--- src/design/lsu_params.svh ---
/*
 * Load/store unit sizing defines
 * Queue depth, byte address width and reorder-buffer tag width shared by
 * the load queue and the core type packages
 */
`ifndef LSU_PARAMS_SVH
`define LSU_PARAMS_SVH

// Number of load queue entries
`define LQ_DEPTH 8

// Width of a byte address
`define LSU_ADDR_WIDTH 32

// Width of a reorder-buffer tag that can name each entry of a 64 entry ROB
`define LSU_TAG_WIDTH 6

`endif

--- src/design/core_types_pkg.sv ---
/*
 * Core-wide types
 * Byte address and reorder-buffer tag types used by every pipeline block
 * that tracks an instruction or touches memory
 */
`include "lsu_params.svh"

package core_types_pkg;

    // Byte address as seen by the load/store unit
    typedef logic [`LSU_ADDR_WIDTH-1:0] core_addr_t;

    // Reorder-buffer tag that names an in-flight instruction
    typedef logic [`LSU_TAG_WIDTH-1:0] core_tag_t;

endpackage

--- src/design/lsu_types_pkg.sv ---
/*
 * Load/store unit types
 * Memory operation function codes and the load queue slot index
 */
`include "lsu_params.svh"

package lsu_types_pkg;

    // Load and store functions carried by an LSU operation
    // Any code outside this list is handled as a word access
    typedef enum logic [2:0] {
        LSU_FUNC_LB = 3'b000,
        LSU_FUNC_LH = 3'b001,
        LSU_FUNC_LW = 3'b010,
        LSU_FUNC_SB = 3'b011,
        LSU_FUNC_SH = 3'b100,
        LSU_FUNC_SW = 3'b101
    } lsu_func_t;

    // Binary index of one load queue entry
    typedef logic [$clog2(`LQ_DEPTH)-1:0] lq_slot_t;

endpackage

--- src/design/lq_front.sv ---
/*
 * Load queue front end
 * Chooses the lowest free entry for a new load, flags the queue as full
 * and turns a retiring store into the half-open byte range [start, end)
 * that every entry compares its load address against
 */
`timescale 1ns/1ps
`include "lsu_params.svh"

module lq_front #(
    parameter int LQ_DEPTH = `LQ_DEPTH
) (
    input  logic                       [LQ_DEPTH-1:0] i_slot_valid,
    input  logic                                      i_alloc_en,
    input  logic                                      i_sq_retire_en,
    input  core_types_pkg::core_addr_t                i_sq_retire_addr,
    input  lsu_types_pkg::lsu_func_t                  i_sq_retire_lsu_func,
    output logic                       [LQ_DEPTH-1:0] o_alloc_select,
    output logic                                      o_full,
    output core_types_pkg::core_addr_t                o_st_start,
    output core_types_pkg::core_addr_t                o_st_end,
    output logic                                      o_st_check
);

    import core_types_pkg::*;
    import lsu_types_pkg::*;

    logic [LQ_DEPTH-1:0] free;
    logic [LQ_DEPTH-1:0] lowest_free;
    core_addr_t          st_bytes;

    // An entry is free whenever its valid bit is clear
    assign free = ~i_slot_valid;

    // Two's complement trick that keeps only the lowest set bit of free
    assign lowest_free = free & (~free + LQ_DEPTH'(1));

    // Full when not a single entry is free
    assign o_full = ~|free;

    // The one-hot select only fires for a real allocation with room left
    assign o_alloc_select = lowest_free & {LQ_DEPTH{i_alloc_en & ~o_full}};

    // Number of bytes the retiring store writes
    always_comb begin
        case (i_sq_retire_lsu_func)
            LSU_FUNC_SB: st_bytes = core_addr_t'(1);
            LSU_FUNC_SH: st_bytes = core_addr_t'(2);
            LSU_FUNC_SW: st_bytes = core_addr_t'(4);
            default:     st_bytes = core_addr_t'(4);
        endcase
    end

    // The range end is exclusive, so a byte store at A covers only A
    assign o_st_start = i_sq_retire_addr;
    assign o_st_end   = i_sq_retire_addr + st_bytes;

    // Entries only update their flag while a store is actually retiring
    assign o_st_check = i_sq_retire_en;

endmodule

--- src/design/lq_entry.sv ---
/*
 * Load queue entry
 * Holds one in-flight load with its address, ROB tag, valid bit and
 * mis-speculation flag, and does its own tag match for retirement and
 * its own overlap compare against a retiring store
 */
`timescale 1ns/1ps

module lq_entry (
    input  logic                       clk,
    input  logic                       n_rst,
    input  logic                       i_flush,
    input  logic                       i_alloc,
    input  core_types_pkg::core_tag_t  i_alloc_tag,
    input  core_types_pkg::core_addr_t i_alloc_addr,
    input  logic                       i_st_check,
    input  core_types_pkg::core_addr_t i_st_start,
    input  core_types_pkg::core_addr_t i_st_end,
    input  logic                       i_retire,
    input  core_types_pkg::core_tag_t  i_retire_tag,
    output logic                       o_valid,
    output logic                       o_tag_match,
    output logic                       o_mis_speculated
);

    import core_types_pkg::*;

    core_addr_t addr;
    core_tag_t  tag;
    logic       st_overlap;

    // Flush wins over everything, then allocation, then retirement
    // Allocation and retirement never target the same entry in one cycle
    always_ff @(posedge clk or negedge n_rst) begin
        if (!n_rst) begin
            o_valid <= 1'b0;
        end else if (i_flush) begin
            o_valid <= 1'b0;
        end else if (i_alloc) begin
            o_valid <= 1'b1;
        end else if (i_retire) begin
            o_valid <= 1'b0;
        end
    end

    // Load payload is captured once when the entry is handed out
    always_ff @(posedge clk) begin
        if (i_alloc) begin
            addr <= i_alloc_addr;
            tag  <= i_alloc_tag;
        end
    end

    // Only a valid entry may answer a retire request
    assign o_tag_match = o_valid && (tag == i_retire_tag);

    // The load start address falls in the bytes the store writes
    assign st_overlap = (addr >= i_st_start) && (addr < i_st_end);

    // A fresh load starts clean, and a hit from a retiring store sticks
    // until the entry is reused
    always_ff @(posedge clk or negedge n_rst) begin
        if (!n_rst) begin
            o_mis_speculated <= 1'b0;
        end else if (i_alloc) begin
            o_mis_speculated <= 1'b0;
        end else if (o_valid && i_st_check && st_overlap) begin
            o_mis_speculated <= 1'b1;
        end
    end

endmodule

--- src/design/lq_retire.sv ---
/*
 * Load queue retire logic
 * Qualifies the entries' tag matches with the ROB retire strobe, encodes
 * the matching entry into a slot index and returns its mis-speculation flag
 */
`timescale 1ns/1ps
`include "lsu_params.svh"

module lq_retire #(
    parameter int LQ_DEPTH = `LQ_DEPTH
) (
    input  logic                i_rob_retire_en,
    input  logic [LQ_DEPTH-1:0] i_tag_match,
    input  logic [LQ_DEPTH-1:0] i_mis_speculated,
    output logic [LQ_DEPTH-1:0] o_retire_select,
    output logic                o_rob_retire_mis_speculated
);

    import lsu_types_pkg::*;

    lq_slot_t retire_slot;
    logic     retire_hit;

    // Tags are unique among valid loads, so at most one bit survives
    assign o_retire_select = i_tag_match & {LQ_DEPTH{i_rob_retire_en}};
    assign retire_hit      = |o_retire_select;

    // One-hot to binary by OR-ing the index of every set bit
    always_comb begin
        retire_slot = '0;
        for (int i = 0; i < LQ_DEPTH; i++) begin
            if (o_retire_select[i]) begin
                retire_slot = retire_slot | lq_slot_t'(i);
            end
        end
    end

    // An idle strobe or an unknown tag must never report a mis-speculation
    // The flag read here is the value before any store lands this cycle
    assign o_rob_retire_mis_speculated = retire_hit && i_mis_speculated[retire_slot];

endmodule

--- src/design/lsu_lq.sv ---
/*
 * Load queue of the load/store unit
 * Tracks issued loads until the ROB retires them and marks any load whose
 * address a retiring store writes, so the ROB can replay it
 */
`timescale 1ns/1ps
`include "lsu_params.svh"

module lsu_lq #(
    parameter int LQ_DEPTH = `LQ_DEPTH
) (
    input  logic                       clk,
    input  logic                       n_rst,
    input  logic                       i_flush,
    input  logic                       i_alloc_en,
    input  core_types_pkg::core_tag_t  i_alloc_tag,
    input  core_types_pkg::core_addr_t i_alloc_addr,
    input  logic                       i_sq_retire_en,
    input  core_types_pkg::core_addr_t i_sq_retire_addr,
    input  lsu_types_pkg::lsu_func_t   i_sq_retire_lsu_func,
    input  logic                       i_rob_retire_en,
    input  core_types_pkg::core_tag_t  i_rob_retire_tag,
    output logic                       o_full,
    output logic                       o_rob_retire_mis_speculated
);

    import core_types_pkg::*;

    logic [LQ_DEPTH-1:0] slot_valid;
    logic [LQ_DEPTH-1:0] alloc_select;
    logic [LQ_DEPTH-1:0] tag_match;
    logic [LQ_DEPTH-1:0] mis_speculated;
    logic [LQ_DEPTH-1:0] retire_select;
    core_addr_t          st_start;
    core_addr_t          st_end;
    logic                st_check;

    // Free slot choice, full flag and store range decode
    lq_front #(
        .LQ_DEPTH(LQ_DEPTH)
    ) u_front (
        .i_slot_valid        (slot_valid),
        .i_alloc_en          (i_alloc_en),
        .i_sq_retire_en      (i_sq_retire_en),
        .i_sq_retire_addr    (i_sq_retire_addr),
        .i_sq_retire_lsu_func(i_sq_retire_lsu_func),
        .o_alloc_select      (alloc_select),
        .o_full              (o_full),
        .o_st_start          (st_start),
        .o_st_end            (st_end),
        .o_st_check          (st_check)
    );

    // Every entry sees the same allocation data and store range
    for (genvar i = 0; i < LQ_DEPTH; i++) begin : g_entry
        lq_entry u_entry (
            .clk             (clk),
            .n_rst           (n_rst),
            .i_flush         (i_flush),
            .i_alloc         (alloc_select[i]),
            .i_alloc_tag     (i_alloc_tag),
            .i_alloc_addr    (i_alloc_addr),
            .i_st_check      (st_check),
            .i_st_start      (st_start),
            .i_st_end        (st_end),
            .i_retire        (retire_select[i]),
            .i_retire_tag    (i_rob_retire_tag),
            .o_valid         (slot_valid[i]),
            .o_tag_match     (tag_match[i]),
            .o_mis_speculated(mis_speculated[i])
        );
    end

    // Retirement by tag and mis-speculation report back to the ROB
    lq_retire #(
        .LQ_DEPTH(LQ_DEPTH)
    ) u_retire (
        .i_rob_retire_en            (i_rob_retire_en),
        .i_tag_match                (tag_match),
        .i_mis_speculated           (mis_speculated),
        .o_retire_select            (retire_select),
        .o_rob_retire_mis_speculated(o_rob_retire_mis_speculated)
    );

endmodule

--- config.mk ---
export PLATFORM = sky130hd
export DESIGN_NAME = lsu_lq
export DESIGN_NICKNAME = d
export VERILOG_FILES = /design/src/design/core_types_pkg.sv /design/src/design/lsu_types_pkg.sv /design/src/design/lq_front.sv /design/src/design/lq_entry.sv /design/src/design/lq_retire.sv /design/src/design/lsu_lq.sv
export VERILOG_INCLUDE_DIRS = /design/src /design/src/design
export SDC_FILE = /design/constraint.sdc
export NUM_CORES = 1
export LEC_CHECK = 0
export BUFFER_PORTS_ARGS = -buffer_cell sky130_fd_sc_hd__clkbuf_2
export CAP_MARGIN = 30
export CORE_MARGIN = 3
export CORE_UTILIZATION = 58
export CTS_CLUSTER_DIAMETER = 30
export DETAILED_ROUTE_END_ITERATION = 10
export GPL_ROUTABILITY_DRIVEN = 0
export PLACE_DENSITY_LB_ADDON = 0.15
export RECOVER_POWER = 25
export SETUP_SLACK_MARGIN = 0.2
export SYNTH_ARGS = -nofsm -noshare
export SYNTH_HDL_FRONTEND = slang
export SYNTH_SLANG_ARGS = --single-unit
export TNS_END_PERCENT = 1
--- constraint.sdc ---
create_clock -name clk -period 10.5 [get_ports clk]
set_clock_uncertainty 0.05 [all_clocks]
set_input_delay 3.15 -clock clk [delete_from_list [all_inputs] [get_ports clk]]
set_output_delay 3.15 -clock clk [all_outputs]
set_load 0.01 [all_outputs]
## Yosys cells after proc, flatten, opt, wreduce, memory -nomap -nowiden

Cells that the tools add are included.

| word-level totals | value |
|---|---|
| flip-flop bits (word level) | 320 |
| latch bits | 0 |
| memory bits (writable) | 0 |
| memory bits (read-only) | 0 |
| input bits | 85 |
| output and inout bits | 2 |
| memories kept | 0 |

| operators by class | value |
|---|---|
| add/sub/neg operators | 2 |
| $mul | 0 |
| div/mod/pow operators | 0 |
| magnitude comparators | 17 |
| equal/unequal tests | 10 |
| shift operators | 0 |
| mux-type cells | 50 |
| bitwise gates (word level) | 6 |
| reductions and logical operators | 52 |

Operator list:

| cell | number |
|---|---|
| $ge 32x32->1 | 8 |
| $lt 32x32->1 | 8 |
| $eq 6x6->1 | 8 |
| $mux 1 | 42 |
| $logic_and 1x1->1 | 33 |
| $add 32x3->32 | 1 |
| $and 8x8->8 | 3 |
| $reduce_bool 3->1 | 8 |
| $not 8->8 | 2 |
| $reduce_bool 2->1 | 8 |
| $reduce_or 8->1 | 2 |
| $mux 3 | 4 |
| $add 8x1->8 const B | 1 |
| $pmux 3 s2 | 1 |
| $lt 3x4->1 const B | 1 |
| $mux 2 | 2 |
| $bmux 1 s3 | 1 |
| $eq 3x2->1 const B | 1 |
| $eq 3x3->1 const B | 1 |
| $and 1x1->1 | 1 |
| $logic_not 1->1 | 1 |

## Logic depth before layout (Yosys ltp)

Gate-level depths: netlist (run 1).

| logic depth | value |
|---|---|
| depth after elaboration | 13 |
| mapped depth | 19 |
| gate-level depth less buffers | 18 |

## By module

From an unflattened synthesis (run 1), not the netlist that was laid out.

| second synthesis, totals | value |
|---|---|
| cells, all modules | 2415 |
| area total of the unflattened synthesis | 24091.9 um2 |

By module, submodules not included:

| module | times used | cells an instance | area each (um2) |
|---|---|---|---|
| lq_entry (g_entry[0].u_entry ...) | 7 | 280 | 2847.7 |
| lq_entry (g_entry[5].u_entry) | 1 | 279 | 2844.0 |
| lq_front | 1 | 152 | 1098.6 |
| lq_retire | 1 | 24 | 215.2 |

## Least setup slack after synthesis (run 1)

OpenSTA, ideal clock, no wires.

| timing path | value |
|---|---|
| path type | input to register |
| start point | input i_alloc_en |
| end point | register g_entry[4].u_entry.addr[0] (enable) |
| setup time | 0.549 ns |
| data arrival time | 7.421 ns |
| required time | 9.901 ns |
| setup slack | 2.480 ns |
| stages | 2 |
| path through | nand2_1 > nor4b_1 |

| between the ends | value |
|---|---|
| cells in the longest elaborated chain, start to end | 2 |

Ends and longest elaborated chain:

| element | line | RTL |
|---|---|---|
| from (decl) | lsu_lq.sv:15 | `input logic i_alloc_en,` |
| $and 1x1->1 | lq_front.sv:42 | `assign o_alloc_select = lowest_free & {LQ_DEPTH{i_alloc_en & ~o_full}};` |
| $and 8x8->8 | lq_front.sv:42 |  |
| net g_entry[4].u_entry.i_alloc | lq_entry.sv:13 | `input logic i_alloc,` |
| to (signal assigned) | lq_entry.sv:49 | `addr <= i_alloc_addr;` |
| to (decl) | lq_entry.sv:28 | `core_addr_t addr;` |

The timed path passes the listed nets, and every way through them passes these cells.
A chain may end at the register's enable or synchronous reset.

## Worst setup path after layout (run 1)

| timing path | value |
|---|---|
| start point | input i_rob_retire_tag[3] |
| end point | output o_rob_retire_mis_speculated |

| between the ends | value |
|---|---|
| cells in the longest elaborated chain, start to end | 13 |
| elaborated cells on any way between the ends | 28 |
| classes of those cells | eq/ne (8); mux (9); bitwise (1); reduce/logical (10) |

Ends and longest elaborated chain:

| element | line | RTL |
|---|---|---|
| from (decl) | lsu_lq.sv:22 | `input core_types_pkg::core_tag_t i_rob_retire_tag,` |
| $eq 6x6->1 | lq_entry.sv:55 | `assign o_tag_match = o_valid && (tag == i_retire_tag);` |
| $logic_and 1x1->1 | lq_entry.sv:55 |  |
| $and 8x8->8 (*) | lq_retire.sv:25 | `assign o_retire_select = i_tag_match & {LQ_DEPTH{i_rob_retire_en}};` |
| $mux 1 | lq_retire.sv:32 | `if (o_retire_select[i]) begin` |
| $mux 2 (2 in a row) | lq_retire.sv:32 |  |
| $mux 3 (4 in a row) | lq_retire.sv:32 |  |
| $bmux 1 s3 | lq_retire.sv:40 | `assign o_rob_retire_mis_speculated = retire_hit && i_mis_speculated[retire_slot];` |
| $mux 1 (not written as such) | lq_retire.sv:40 |  |
| $logic_and 1x1->1 (*) | lq_retire.sv:40 |  |
| to (decl) | lsu_lq.sv:24 | `output logic o_rob_retire_mis_speculated` |

Mark *: on every way between the ends. The rest lies on a longest branch, timed or not. The select of a mux whose other input is x is not followed.

==> results.md, run 1 <==
- Outcome: finished clean
- GRT Util Overall: 34.2%
- Worst setup SP type: input pin
- Leakage power: 11.0 nW
- IO buf count: 86
- Placed Cells: 2425
- I/O Pins: 87
- Gate Count Post-Synth: 1815
- Final hold vios: 0
- Synth Area in Compound Gates: 13.3%
- Worst-path clk slew: 0.05 ns
- Synth Area in XOR/XNOR: 3.12%
- Hpwl dp: 50000 µm
- First-pass DRT Iterations: 7
- Commonest cells after routing, fill and taps aside: ha_1 (507), edfxtp_1 (304), a21oi_1 (124)
- First-pass GRT wire length: 104000 µm
- Slew Limit Fails: 0
- Clk buf depth: 3
- Post-Synth Adder-Cell Area: 29.0%
- Largest family of logic cells by synthesized area: adder cells
- Worst slew pin tran: 1.09 ns
- Die Area: 40200 µm²
- Fillcell total: 2684
- CTS resizes: 0
- Antenna-violating nets left: 0
- Critical Path Max Stage Delay: 0.41 ns
- Setup TNS: 0 ns
- Initial antenna violation count: 1
- Final #Nets: 2598
- Synthesized net count: 2408
- Mapped cell area: 21900 µm²
- DRT iter0 DRCs: 2068
- Fin crit share: 79.8%
- WHS Path Cells: 2
- Hold Crit Class: reg2reg
- CTS tree: built
- F_max: 119 MHz
- Max FO, Critical Path: 8
- Post-synth EDFFs: 304
- DR vias: 17000
- Maximum vdd drop: 0.153 mV
- CTS Root Cell: clkbuf_16
- FF+latch count, synth: 320
- Total setup buffers inserted after CTS: 0
- Layout Cells excl Fill: 2577
- Final setup margin: 2.12 ns
- Register area share after synthesis: 43.5%
- Placeable core area: 37000 µm²
- Vias in the first global route: 17000
- Setup violations, final: 0
- Layout area overhead: 18.5%
- RSZ-0062 raised after global routing: false
- Place WS: 2.13 ns
- Antenna cells: 0
- Initial cell density of the core: 59.3%
- Die Height: 200 µm
- Routed len/inst: 26.9 µm
- Vias per cell: 6.62
- Syn avg cell area: 12.1 µm²
- Worst EP arrival: 5.18 ns
- Die W: 200 µm
- Commonest non-fill, non-tap cell in the layout: ha_1
- R2R depth: 8
- Final WL: 69300 µm
- Post-layout min period: 8.38 ns
- H-tree levels: 3
- Simple-Gate Fraction of Synth Area: 9.53%
- CP dominant cell by count: clkbuf_2
- Site Rows: 70
- Drt drc: 0
- Critical Path RT: 7.30 ns
- Clk sinks: 320
- Clock Latency Late Sink: 0.61 ns
- Max_slew headroom: 25.7%
- Crit. End Element: primary output
- Hold_buf cts: 0
- Async SR Flop Fraction: 5.00%
- WS Path Type: in2out
- Share of cells above drive strength 1: 12.2%
- Multiplexer area fraction after synthesis: 0.285%
- Top FF cell, synth: edfxtp_1
- Post-Route Utilization: 70.3%
- Remaining global-route overflow: 0
- Post-synthesis cell type count: 72
- Critical Path, Cell by Cell: clkbuf_2 -> xor2_1 -> nor4_2 -> nand4_2 -> nand4_1 -> mux2_2 -> o22ai_2 -> clkbuf_2
- Inserted Clock Buffers: 82
- Largest net degree at the start of global routing: 39
- Yosys warning count: 0
- Slowest CP cell: nor4_2
- MaxCap Viol Count: 0
- Pwr/cell area: 172 nW/µm²
path summary, 6_finish.rpt:
path | start | to | slack [ns]
max in group asynchronous | n_rst | g_entry[7].u_entry.o_mis_speculated | 7.09
min in group asynchronous | n_rst | g_entry[1].u_entry.o_valid | 2.67
max | i_rob_retire_tag[3] | o_rob_retire_mis_speculated | 2.12
min reg2reg | g_entry[6].u_entry.o_valid | g_entry[6].u_entry.o_valid | 0.61
max reg2reg | g_entry[2].u_entry.addr[20] | g_entry[2].u_entry.o_mis_speculated | 7.30
min | g_entry[6].u_entry.o_valid | g_entry[6].u_entry.o_valid | 0.61
Yosys cell counts, drive strengths merged (16+ instances only):
master | instances | share of area (%)
edfxtp | 304 | 42
nor2 | 85 | 1.5
nand2b | 18 | 0.51
nor2b | 27 | 0.77
nand2 | 74 | 1.3
nand3 | 29 | 0.79
o211ai | 20 | 0.68
a2111oi | 17 | 0.68
o21ai | 93 | 2.1
nor3 | 31 | 0.73
a21o | 82 | 2.8
nand4 | 83 | 2.4
a211oi | 45 | 1.5
xnor2 | 57 | 2.3
xor2 | 21 | 0.84
a21oi | 124 | 2.8
inv | 51 | 0.87
ha | 507 | 29
dfrtp | 16 | 1.8
final cells by class:
type                            instances  area, µm²  share of cell area [%]
Sequential cell                       320       9530                    36.7
Timing Repair Buffer                  116        664                    2.56
Multi-Input combinational cell       1434      12200                    46.8
Clock inverter                         61        736                    2.83
Tap cell                              504        631                    2.43
Clock buffer                           91       2090                    8.02
Inverter                               51        191                   0.736
registers in the layout, indices dropped and copies added (netlist names):
name                              cells
g_entry.u_entry.addr                256
g_entry.u_entry.o_mis_speculated      8
g_entry.u_entry.o_valid               8
g_entry.u_entry.tag                  48
where the power goes:
part           switching [W]  internal, W
Combinational       0.000285     0.000162
Sequential         0.0000142      0.00142
Clock               0.000811      0.00177
kinds of logic after synthesis:
family / count (synthesis)
AND/OR/NAND/NOR: 391
XOR/XNOR: 78
buffers and inverters: 61
multiplexers: 6
adder cells (fa/ha/maj): 508
flip-flops: 320
AO/OA/AOI/OAI: 451
routing by layer:
| layer | wire (µm) | part of all wire, % | vias to the layer above | global-route usage [%] |
|---|---|---|---|---|
| met5 | 23 | 0.033 | - | 0 |
| met4 | 3770 | 5.4 | 4 | 16.2 |
| met3 | 7870 | 11 | 254 | 8.22 |
| met2 | 28800 | 42 | 990 | 49.2 |
| met1 | 28800 | 42 | 8144 | 48.8 |
| li1 | - | - | 7655 | - |
through the flow:
stage / hold slack, ns / area, µm² / total power (W)
6_report: 0.606 / 26000 / 0.00447
5_1_grt: 0.613 / 26000 / 0.00459
4_1_cts: 0.590 / 26000 / 0.00447
3_5_place_dp: 0.582 / 23200 / 0.00189
3_3_place_gp: 0.608 / 23100 / 0.00186
2_1_floorplan: 0.493 / 21900 / 0.00171
critical path: cells and delay by family:
family | cells | cell delay [ns]
buffers and inverters | 2 | 0.37
XOR/XNOR | 1 | 0.23
AND/OR/NAND/NOR | 3 | 0.88
multiplexers | 1 | 0.37
AO/OA/AOI/OAI | 1 | 0.18
Power figures use the tool's default switching activity.
==> run 2: changes to the inputs <==
--- a/config.mk
+++ b/config.mk
@@ -6,6 +6,7 @@
 export SDC_FILE = /design/constraint.sdc
 export NUM_CORES = 1
 export LEC_CHECK = 0
+export ABC_AREA = 1
 export BUFFER_PORTS_ARGS = -buffer_cell sky130_fd_sc_hd__clkbuf_2
 export CAP_MARGIN = 30
 export CORE_MARGIN = 3
==> constraint.sdc (replaced) <==
create_clock -name clk -period 8.2 [get_ports clk]
set_clock_uncertainty 0.05 [all_clocks]
set_input_delay 2.46 -clock clk [delete_from_list [all_inputs] [get_ports clk]]
set_output_delay 2.46 -clock clk [all_outputs]
set_load 0.01 [all_outputs]
==> results.md, run 2 <==
- Clk buf depth: 3 (unchanged)
- First-pass GRT wire length: 107000 µm (+2.5%)
- Largest family of logic cells by synthesized area: adder cells
- Vias in the first global route: 19200 (+13%)
- Yosys warning count: 0 (unchanged)
- Top cells by count, synth: nand2_1 (598), ha_1 (507), edfxtp_1 (304), a21oi_1 (233), inv_1 (225)
- Clock Latency Late Sink: 0.60 ns (about the same)
- Largest net degree at the start of global routing: 41 (+5.1%)
- Share of cells above drive strength 1: 9.48% (-2.7 points)
- Top-count cell post-synth: nand2_1
- Crit. End Element: primary output
- WS Path Type: in2out
- Syn avg cell area: 9.44 µm² (-22%)
- Die Height: 206 µm (+2.8%)
- Pwr/cell area: 205 nW/µm² (+19%)
- Remaining global-route overflow: 0 (unchanged)
- Leakage power: 12.6 nW (+15%)
- DRT iter0 DRCs: 1769 (-14%)
- Slew Limit Fails: 0 (unchanged)
- Placeable core area: 39100 µm² (+5.8%)
- Area leader, netlist: edfxtp_1
- Commonest cells after routing, fill and taps aside: nand2_1 (598), ha_1 (507), edfxtp_1 (304)
- Top FF cell, synth: edfxtp_1
- FF+latch count, synth: 320 (unchanged)
- RSZ-0062 raised after global routing: false
- Final hold vios: 0 (unchanged)
- Die Area: 42500 µm² (+5.8%)
- Multiplexer area fraction after synthesis: 0% (-0.29 points)
- Biggest regs: g_entry.u_entry.addr (256), g_entry.u_entry.tag (48)
- DR vias: 19300 (+13%)
- Final setup margin: 1.73 ns (-0.385 ns)
- Hold Crit Class: reg2reg
- F_max: 155 MHz
- Outcome: finished clean
- Post-Route Utilization: 69.3% (-1.1 points)
- Mapped cell area: 23200 µm² (+6.0%)
- H-tree levels: 3 (unchanged)
- Max reg flops: 256 (unchanged)
- Antenna-violating nets left: 0 (unchanged)
- CTS resizes: 0 (unchanged)
- Total setup buffers inserted after CTS: 0 (unchanged)
- Async SR Flop Fraction: 5.00% (unchanged)
- Fillcell total: 2988 (+11%)
- Worst setup SP type: input pin
- Site Rows: 72 (+2.9%)
- Overall Power: 0.00556 W (+24%)
- Place WS: 1.45 ns (-0.683 ns)
- Synth Area in Compound Gates: 7.60% (-5.7 points)
- Post-Synth Adder-Cell Area: 27.4% (-1.6 points)
- Post-layout min period: 6.47 ns
- Simple-Gate Fraction of Synth Area: 18.3% (+8.8 points)
- Gate Count Post-Synth: 2462 (+36%)
- Worst EP arrival: 3.96 ns (-1.22 ns)
- Inserted Clock Buffers: 78 (-4.9%)
- Post-synthesis cell type count: 46 (-36%)
- Worst Setup EP: o_rob_retire_mis_speculated
- Synth top area share: 39.3% (-2.3 points)
- Hpwl dp: 52300 µm (+4.6%)
- Commonest non-fill, non-tap cell in the layout: nand2_1
- CTS tree: built
- Antenna cells: 0 (unchanged)
- Initial antenna violation count: 0 (-1)
- Routed len/inst: 22.0 µm (-18%)
- I/O Pins: 87 (unchanged)
- Fin crit share: 78.9%
- IO buf count: 86 (unchanged)
- Biggest register: g_entry.u_entry.addr
- First-pass DRT Iterations: 5 (-2)
- Max FO, Critical Path: 12 (+4)
- Max_slew headroom: 25.4% (-0.29 points)
- Synthesized net count: 3055 (+27%)
- Vias per cell: 5.99 (-9.5%)
- Maximum vdd drop: 0.221 mV (+44%)
- Worst-path clk slew: 0.05 ns (about the same)
- Reg2Reg Capture Point: g_entry[7].u_entry.addr[12]
- Drt drc: 0 (unchanged)
- Clk sinks: 320 (unchanged)
- Setup violations, final: 0 (unchanged)
- Final #Nets: 3229 (+24%)
- Setup TNS: 0 ns (unchanged)
- Layout area overhead: 16.5%
- Die W: 206 µm (+2.8%)
- Register area share after synthesis: 41.0% (-2.4 points)
- R2R Path Start: g_entry[0].u_entry.o_valid
- CTS Root Cell: clkbuf_16
- Post-synth EDFFs: 304 (unchanged)
- Final WL: 70900 µm (+2.2%)
- R2R depth: 8 (unchanged)
- Critical Path Source: i_rob_retire_tag[0]
- Synth Area in XOR/XNOR: 1.62% (-1.5 points)
- Worst slew pin tran: 1.12 ns (+0.0324 ns)
- Dominant cells by area after synthesis: edfxtp_1 (39%), ha_1 (27%), nand2_1 (9.7%), a21oi_1 (5.0%), inv_1 (3.6%)
- Initial cell density of the core: 59.4% (+0.098 points)
- MaxCap Viol Count: 0 (unchanged)
- Critical Path RT: 5.69 ns (-1.61 ns)
- Hold_buf cts: 0 (unchanged)
- Reg-to-reg slack, setup: 5.36 ns (-1.94 ns)
- GRT Util Overall: 33.4% (-0.73 points)
## run 2: cell count changes after synthesis, moves of 40 or more
cell	delta
xnor2_1	-49
a21o_1	-72
nand2_1	+524
a211oi_1	-43
nand4_1	-40
inv_1	+174
a21oi_1	+109
nor2_1	+123
nand3_1	+49
## run 2: critical path: stages
cell      delay [ns]
clkbuf_2        0.21
inv_1           0.12
nand2_1         0.07
nand2_1         0.06
nor2_1          0.08
nand3_1         0.09
nor2_1          0.21
nor2_4          0.08
nand2_2         0.10
nand2_1         0.06
nand3_1         0.07
nand3_1         0.09
nand2_1         0.11
clkbuf_2        0.15
## run 2: per-stage QoR
stage,instances,area (µm²),hold WS (ns)
final,3219,27100,0.564
after floorplan,2462,23200,0.400
after CTS,3217,27100,0.561
after global placement,3067,24400,0.535
after detailed placement,3072,24400,0.528
after global routing,3219,27100,0.580
## run 2: kinds of logic (layout without fill, tap and decap cells)
family | count (synthesis) | after routing
buffers and inverters | 245 | 484
XOR/XNOR | 43 | 43
flip-flops | 320 | 320
AND/OR/NAND/NOR | 1010 | 1010
AO/OA/AOI/OAI | 336 | 336
adder cells (fa/ha/maj) | 508 | 508
## run 2: worst min path at each step
stage                                             start  cells after the start                             endpoint
global route                 g_entry[0].u_entry.o_valid                      2           g_entry[0].u_entry.o_valid
global placement    g_entry[2].u_entry.o_mis_speculated                      2  g_entry[2].u_entry.o_mis_speculated
CTS                          g_entry[0].u_entry.o_valid                      2           g_entry[0].u_entry.o_valid
floorplan           g_entry[0].u_entry.o_mis_speculated                      2  g_entry[0].u_entry.o_mis_speculated
finish                       g_entry[0].u_entry.o_valid                      2           g_entry[0].u_entry.o_valid
detailed placement  g_entry[6].u_entry.o_mis_speculated                      2  g_entry[6].u_entry.o_mis_speculated
## run 2: layout make-up
class	count	area (µm²)	share of cell area, %
inverters	237	891	3.29
repair buffers	102	556	2.05
multi-input cells	1897	12800	47.3
well taps	518	648	2.39
clock buffers	88	2050	7.58
clock inverters	57	606	2.24
flip-flops and latches	320	9530	35.2
## run 2: routing by layer
layer / vias up / GRT usage, % / part of all wire [%]
met3: 211 / 8.71 / 11
li1: 9005 / - / -
met4: 0 / 14.0 / 4.5
met1: 9056 / 43.4 / 40
met2: 999 / 53.4 / 45
met5: - / 0 / 0
## run 2: report_power, final
group	total (W)	leakage [nW]	switching [W]	internal (W)
sequential	0.00185	2.96	0.0000199	0.00183
combinational	0.000588	8.31	0.000398	0.000191
clock	0.00313	1.29	0.000991	0.00214
total	0.00556	12.6	0.00141	0.00415
==> run 3: changes to the inputs <==
==> constraint.sdc (replaced) <==
create_clock -name clk -period 6.3 [get_ports clk]
set_clock_uncertainty 0.05 [all_clocks]
set_input_delay 1.89 -clock clk [delete_from_list [all_inputs] [get_ports clk]]
set_output_delay 1.89 -clock clk [all_outputs]
set_load 0.01 [all_outputs]
==> results.md, run 3 (synthesis gave the netlist of run 2 again) <==
- Psw: 0.00187 W (+33%)
- Reg-to-reg slack, setup: 3.32 ns (-2.04 ns)
- Antenna cells: 0 (unchanged)
- Int Power: 0.00521 W (+25%)
- Reg2Reg Capture Point: g_entry[7].u_entry.addr[14]
- Inserted Clock Buffers: 78 (unchanged)
- IO buf count: 86 (unchanged)
- Site Rows: 72 (unchanged)
- CTS resizes: 0 (unchanged)
- Clk sinks: 320 (unchanged)
- Combinational Power Share: 11.1% (+0.5 points)
- Worst path top cell family by delay: simple AND/OR/NAND/NOR gates
- DR vias: 19300 (+0.31%)
- Pwr/cell area: 261 nW/µm² (+27%)
- I/O Pins: 87 (unchanged)
- Drt drc: 0 (unchanged)
- Vias per cell: 5.98 (-0.15%)
- Post-layout min period: 5.53 ns
- Outcome: finished clean
- First-pass DRT Iterations: 5 (unchanged)
- Hold Path Origin: g_entry[0].u_entry.o_mis_speculated
- Setup TNS: 0 ns (unchanged)
- Critical Path RT: 4.36 ns (-1.33 ns)
- Layout Cells excl Fill: 3234 (+0.47%)
- Die Height: 206 µm (unchanged)
- WHS Path Cells: 2 (unchanged)
- Clock group share of total power: 55.0% (-1.2 points)
- Routed len/inst: 22.1 µm (+0.24%)
- Hpwl dp: 53000 µm (+1.4%)
- Die Area: 42500 µm² (unchanged)
- Slew Limit Fails: 0 (unchanged)
- Worst slew pin tran: 1.19 ns (+0.0673 ns)
- WP buf/inv: 3 (unchanged)
- Share of cells above drive strength 1: 9.79% (+0.32 points)
- Critical Path, Cell by Cell: clkbuf_2 -> inv_2 -> a21oi_1 -> nand3_1 -> nor2_1 -> nor2_4 -> nand2_2 -> nand2_1 -> nand3_1 -> nand3_1 -> nand2_1 -> clkbuf_2
- Total setup buffers inserted after CTS: 0 (unchanged)
- CTS Root Cell: clkbuf_16
- Commonest cells after routing, fill and taps aside: nand2_1 (598), ha_1 (507), edfxtp_1 (304)
- Max reg flops: 256 (unchanged)
- Seq pwr share: 33.9% (+0.7 points)
- Vias in the first global route: 19500 (+1.5%)
- MaxCap Viol Count: 0 (unchanged)
- Hold EP: g_entry[0].u_entry.o_mis_speculated
- Hold Crit Class: reg2reg
- Max_slew headroom: 20.9% (-4.5 points)
- RSZ-0062 raised after global routing: false
- Final WL: 71400 µm (+0.71%)
- Fin crit share: 87.7%
- Worst EP arrival: 3.59 ns (-0.37 ns)
- CTS tree: built
- Antenna-violating nets left: 0 (unchanged)
- F_max: 181 MHz
- Placeable core area: 39100 µm² (unchanged)
- Initial cell density of the core: 59.4% (unchanged)
- Critical Path Max Stage Delay: 0.26 ns (+0.05 ns)
- Leakage power: 12.6 nW (+0.23%)
- Biggest regs: g_entry.u_entry.addr (256), g_entry.u_entry.tag (48)
- Max FO, Critical Path: 8 (-4)
- First-pass GRT wire length: 108000 µm (+1.8%)
- Worst setup SP type: input pin
- Critical Path Stages: 12 (-2)
- Final hold vios: 0 (unchanged)
- DRT iter0 DRCs: 1634 (-7.6%)
- Worst-path clk slew: 0.05 ns (about the same)
- Layout area overhead: 16.7%
- CP dominant cell by count: nand3_1
- Setup violations, final: 0 (unchanged)
- R2R depth: 8 (unchanged)
- Largest net degree at the start of global routing: 41 (unchanged)
- Maximum vdd drop: 0.212 mV (-4.0%)
- Remaining global-route overflow: 0 (unchanged)
- Die W: 206 µm (unchanged)
- Switching share of power: 26.4% (+1.1 points)
- H-tree levels: 3 (unchanged)
- Clk buf depth: 3 (unchanged)
- Clock Latency Late Sink: 0.62 ns (+0.02 ns)
- Placed Cells: 3091 (+0.62%)
- Commonest non-fill, non-tap cell in the layout: nand2_1
- Slowest CP cell: a21oi_1
- WS Path Type: in2out
- Final #Nets: 3246 (+0.53%)
- Hold_buf cts: 0 (unchanged)
- Crit. End Element: primary output
- Biggest register: g_entry.u_entry.addr
- GRT Util Overall: 34.1% (+0.67 points)
- R2R Path Start: g_entry[0].u_entry.o_valid
- Initial antenna violation count: 0 (unchanged)
- Fillcell total: 3031 (+1.4%)
- Final hold slack: 0.502 ns (-0.0623 ns)
[run 3: stage by stage]
step | worst slack (ns) | power (W) | area, µm² | util (%)
after global routing | 0.632 | 0.00732 | 27100 | 69.3
after floorplan | 0.848 | 0.00289 | 23200 | -
final | 0.774 | 0.00708 | 27100 | 69.3
after global placement | 0.502 | 0.00316 | 24500 | 62.7
after CTS | 0.783 | 0.00709 | 27100 | 69.4
after detailed placement | 0.396 | 0.00320 | 24600 | 62.9
[run 3: layout make-up]
type | count | area [µm²] | share of cell area, %
Inverter | 237 | 891 | 3.29
Multi-Input combinational cell | 1897 | 12800 | 47.2
Timing Repair Buffer | 119 | 688 | 2.54
Clock inverter | 49 | 514 | 1.90
Tap cell | 518 | 648 | 2.39
Clock buffer | 94 | 2040 | 7.54
Sequential cell | 320 | 9530 | 35.2
[run 3: routing by layer]
layer | vias up | part of all wire [%] | wire length (µm) | global-route usage [%]
li1 | 9046 | - | - | -
met3 | 230 | 11 | 7660 | 8.60
met1 | 9066 | 40 | 28400 | 44.3
met2 | 989 | 44 | 31500 | 53.1
met4 | 0 | 5.4 | 3830 | 17.3
met5 | - | 0 | 0 | 0
[run 3: worst min-delay path: stages (launching register included)]
cell and delay (ns):
dfrtp_1 0.38, nand2_1 0.08, nand2_1 0.06
[run 3: power by group through the flow]
stage / clock, W / sequential [W] / combinational, W
after detailed placement: 0 / 0.00244 / 0.000762
final: 0.00389 / 0.00240 / 0.000786
after CTS: 0.00392 / 0.00240 / 0.000772
after global routing: 0.00404 / 0.00240 / 0.000880
after floorplan: 0 / 0.00243 / 0.000459
after global placement: 0 / 0.00244 / 0.000722
[run 3: how the worst max path moves through the flow]
| stage | start | endpoint |
|---|---|---|
| CTS | i_rob_retire_tag[2] | o_rob_retire_mis_speculated |
| global placement | i_sq_retire_lsu_func[0] | g_entry[5].u_entry.o_mis_speculated |
| floorplan | i_alloc_en | g_entry[6].u_entry.addr[0] |
| finish | i_rob_retire_tag[2] | o_rob_retire_mis_speculated |
| global route | i_sq_retire_lsu_func[0] | g_entry[4].u_entry.o_mis_speculated |
| detailed placement | i_sq_retire_lsu_func[0] | g_entry[4].u_entry.o_mis_speculated |
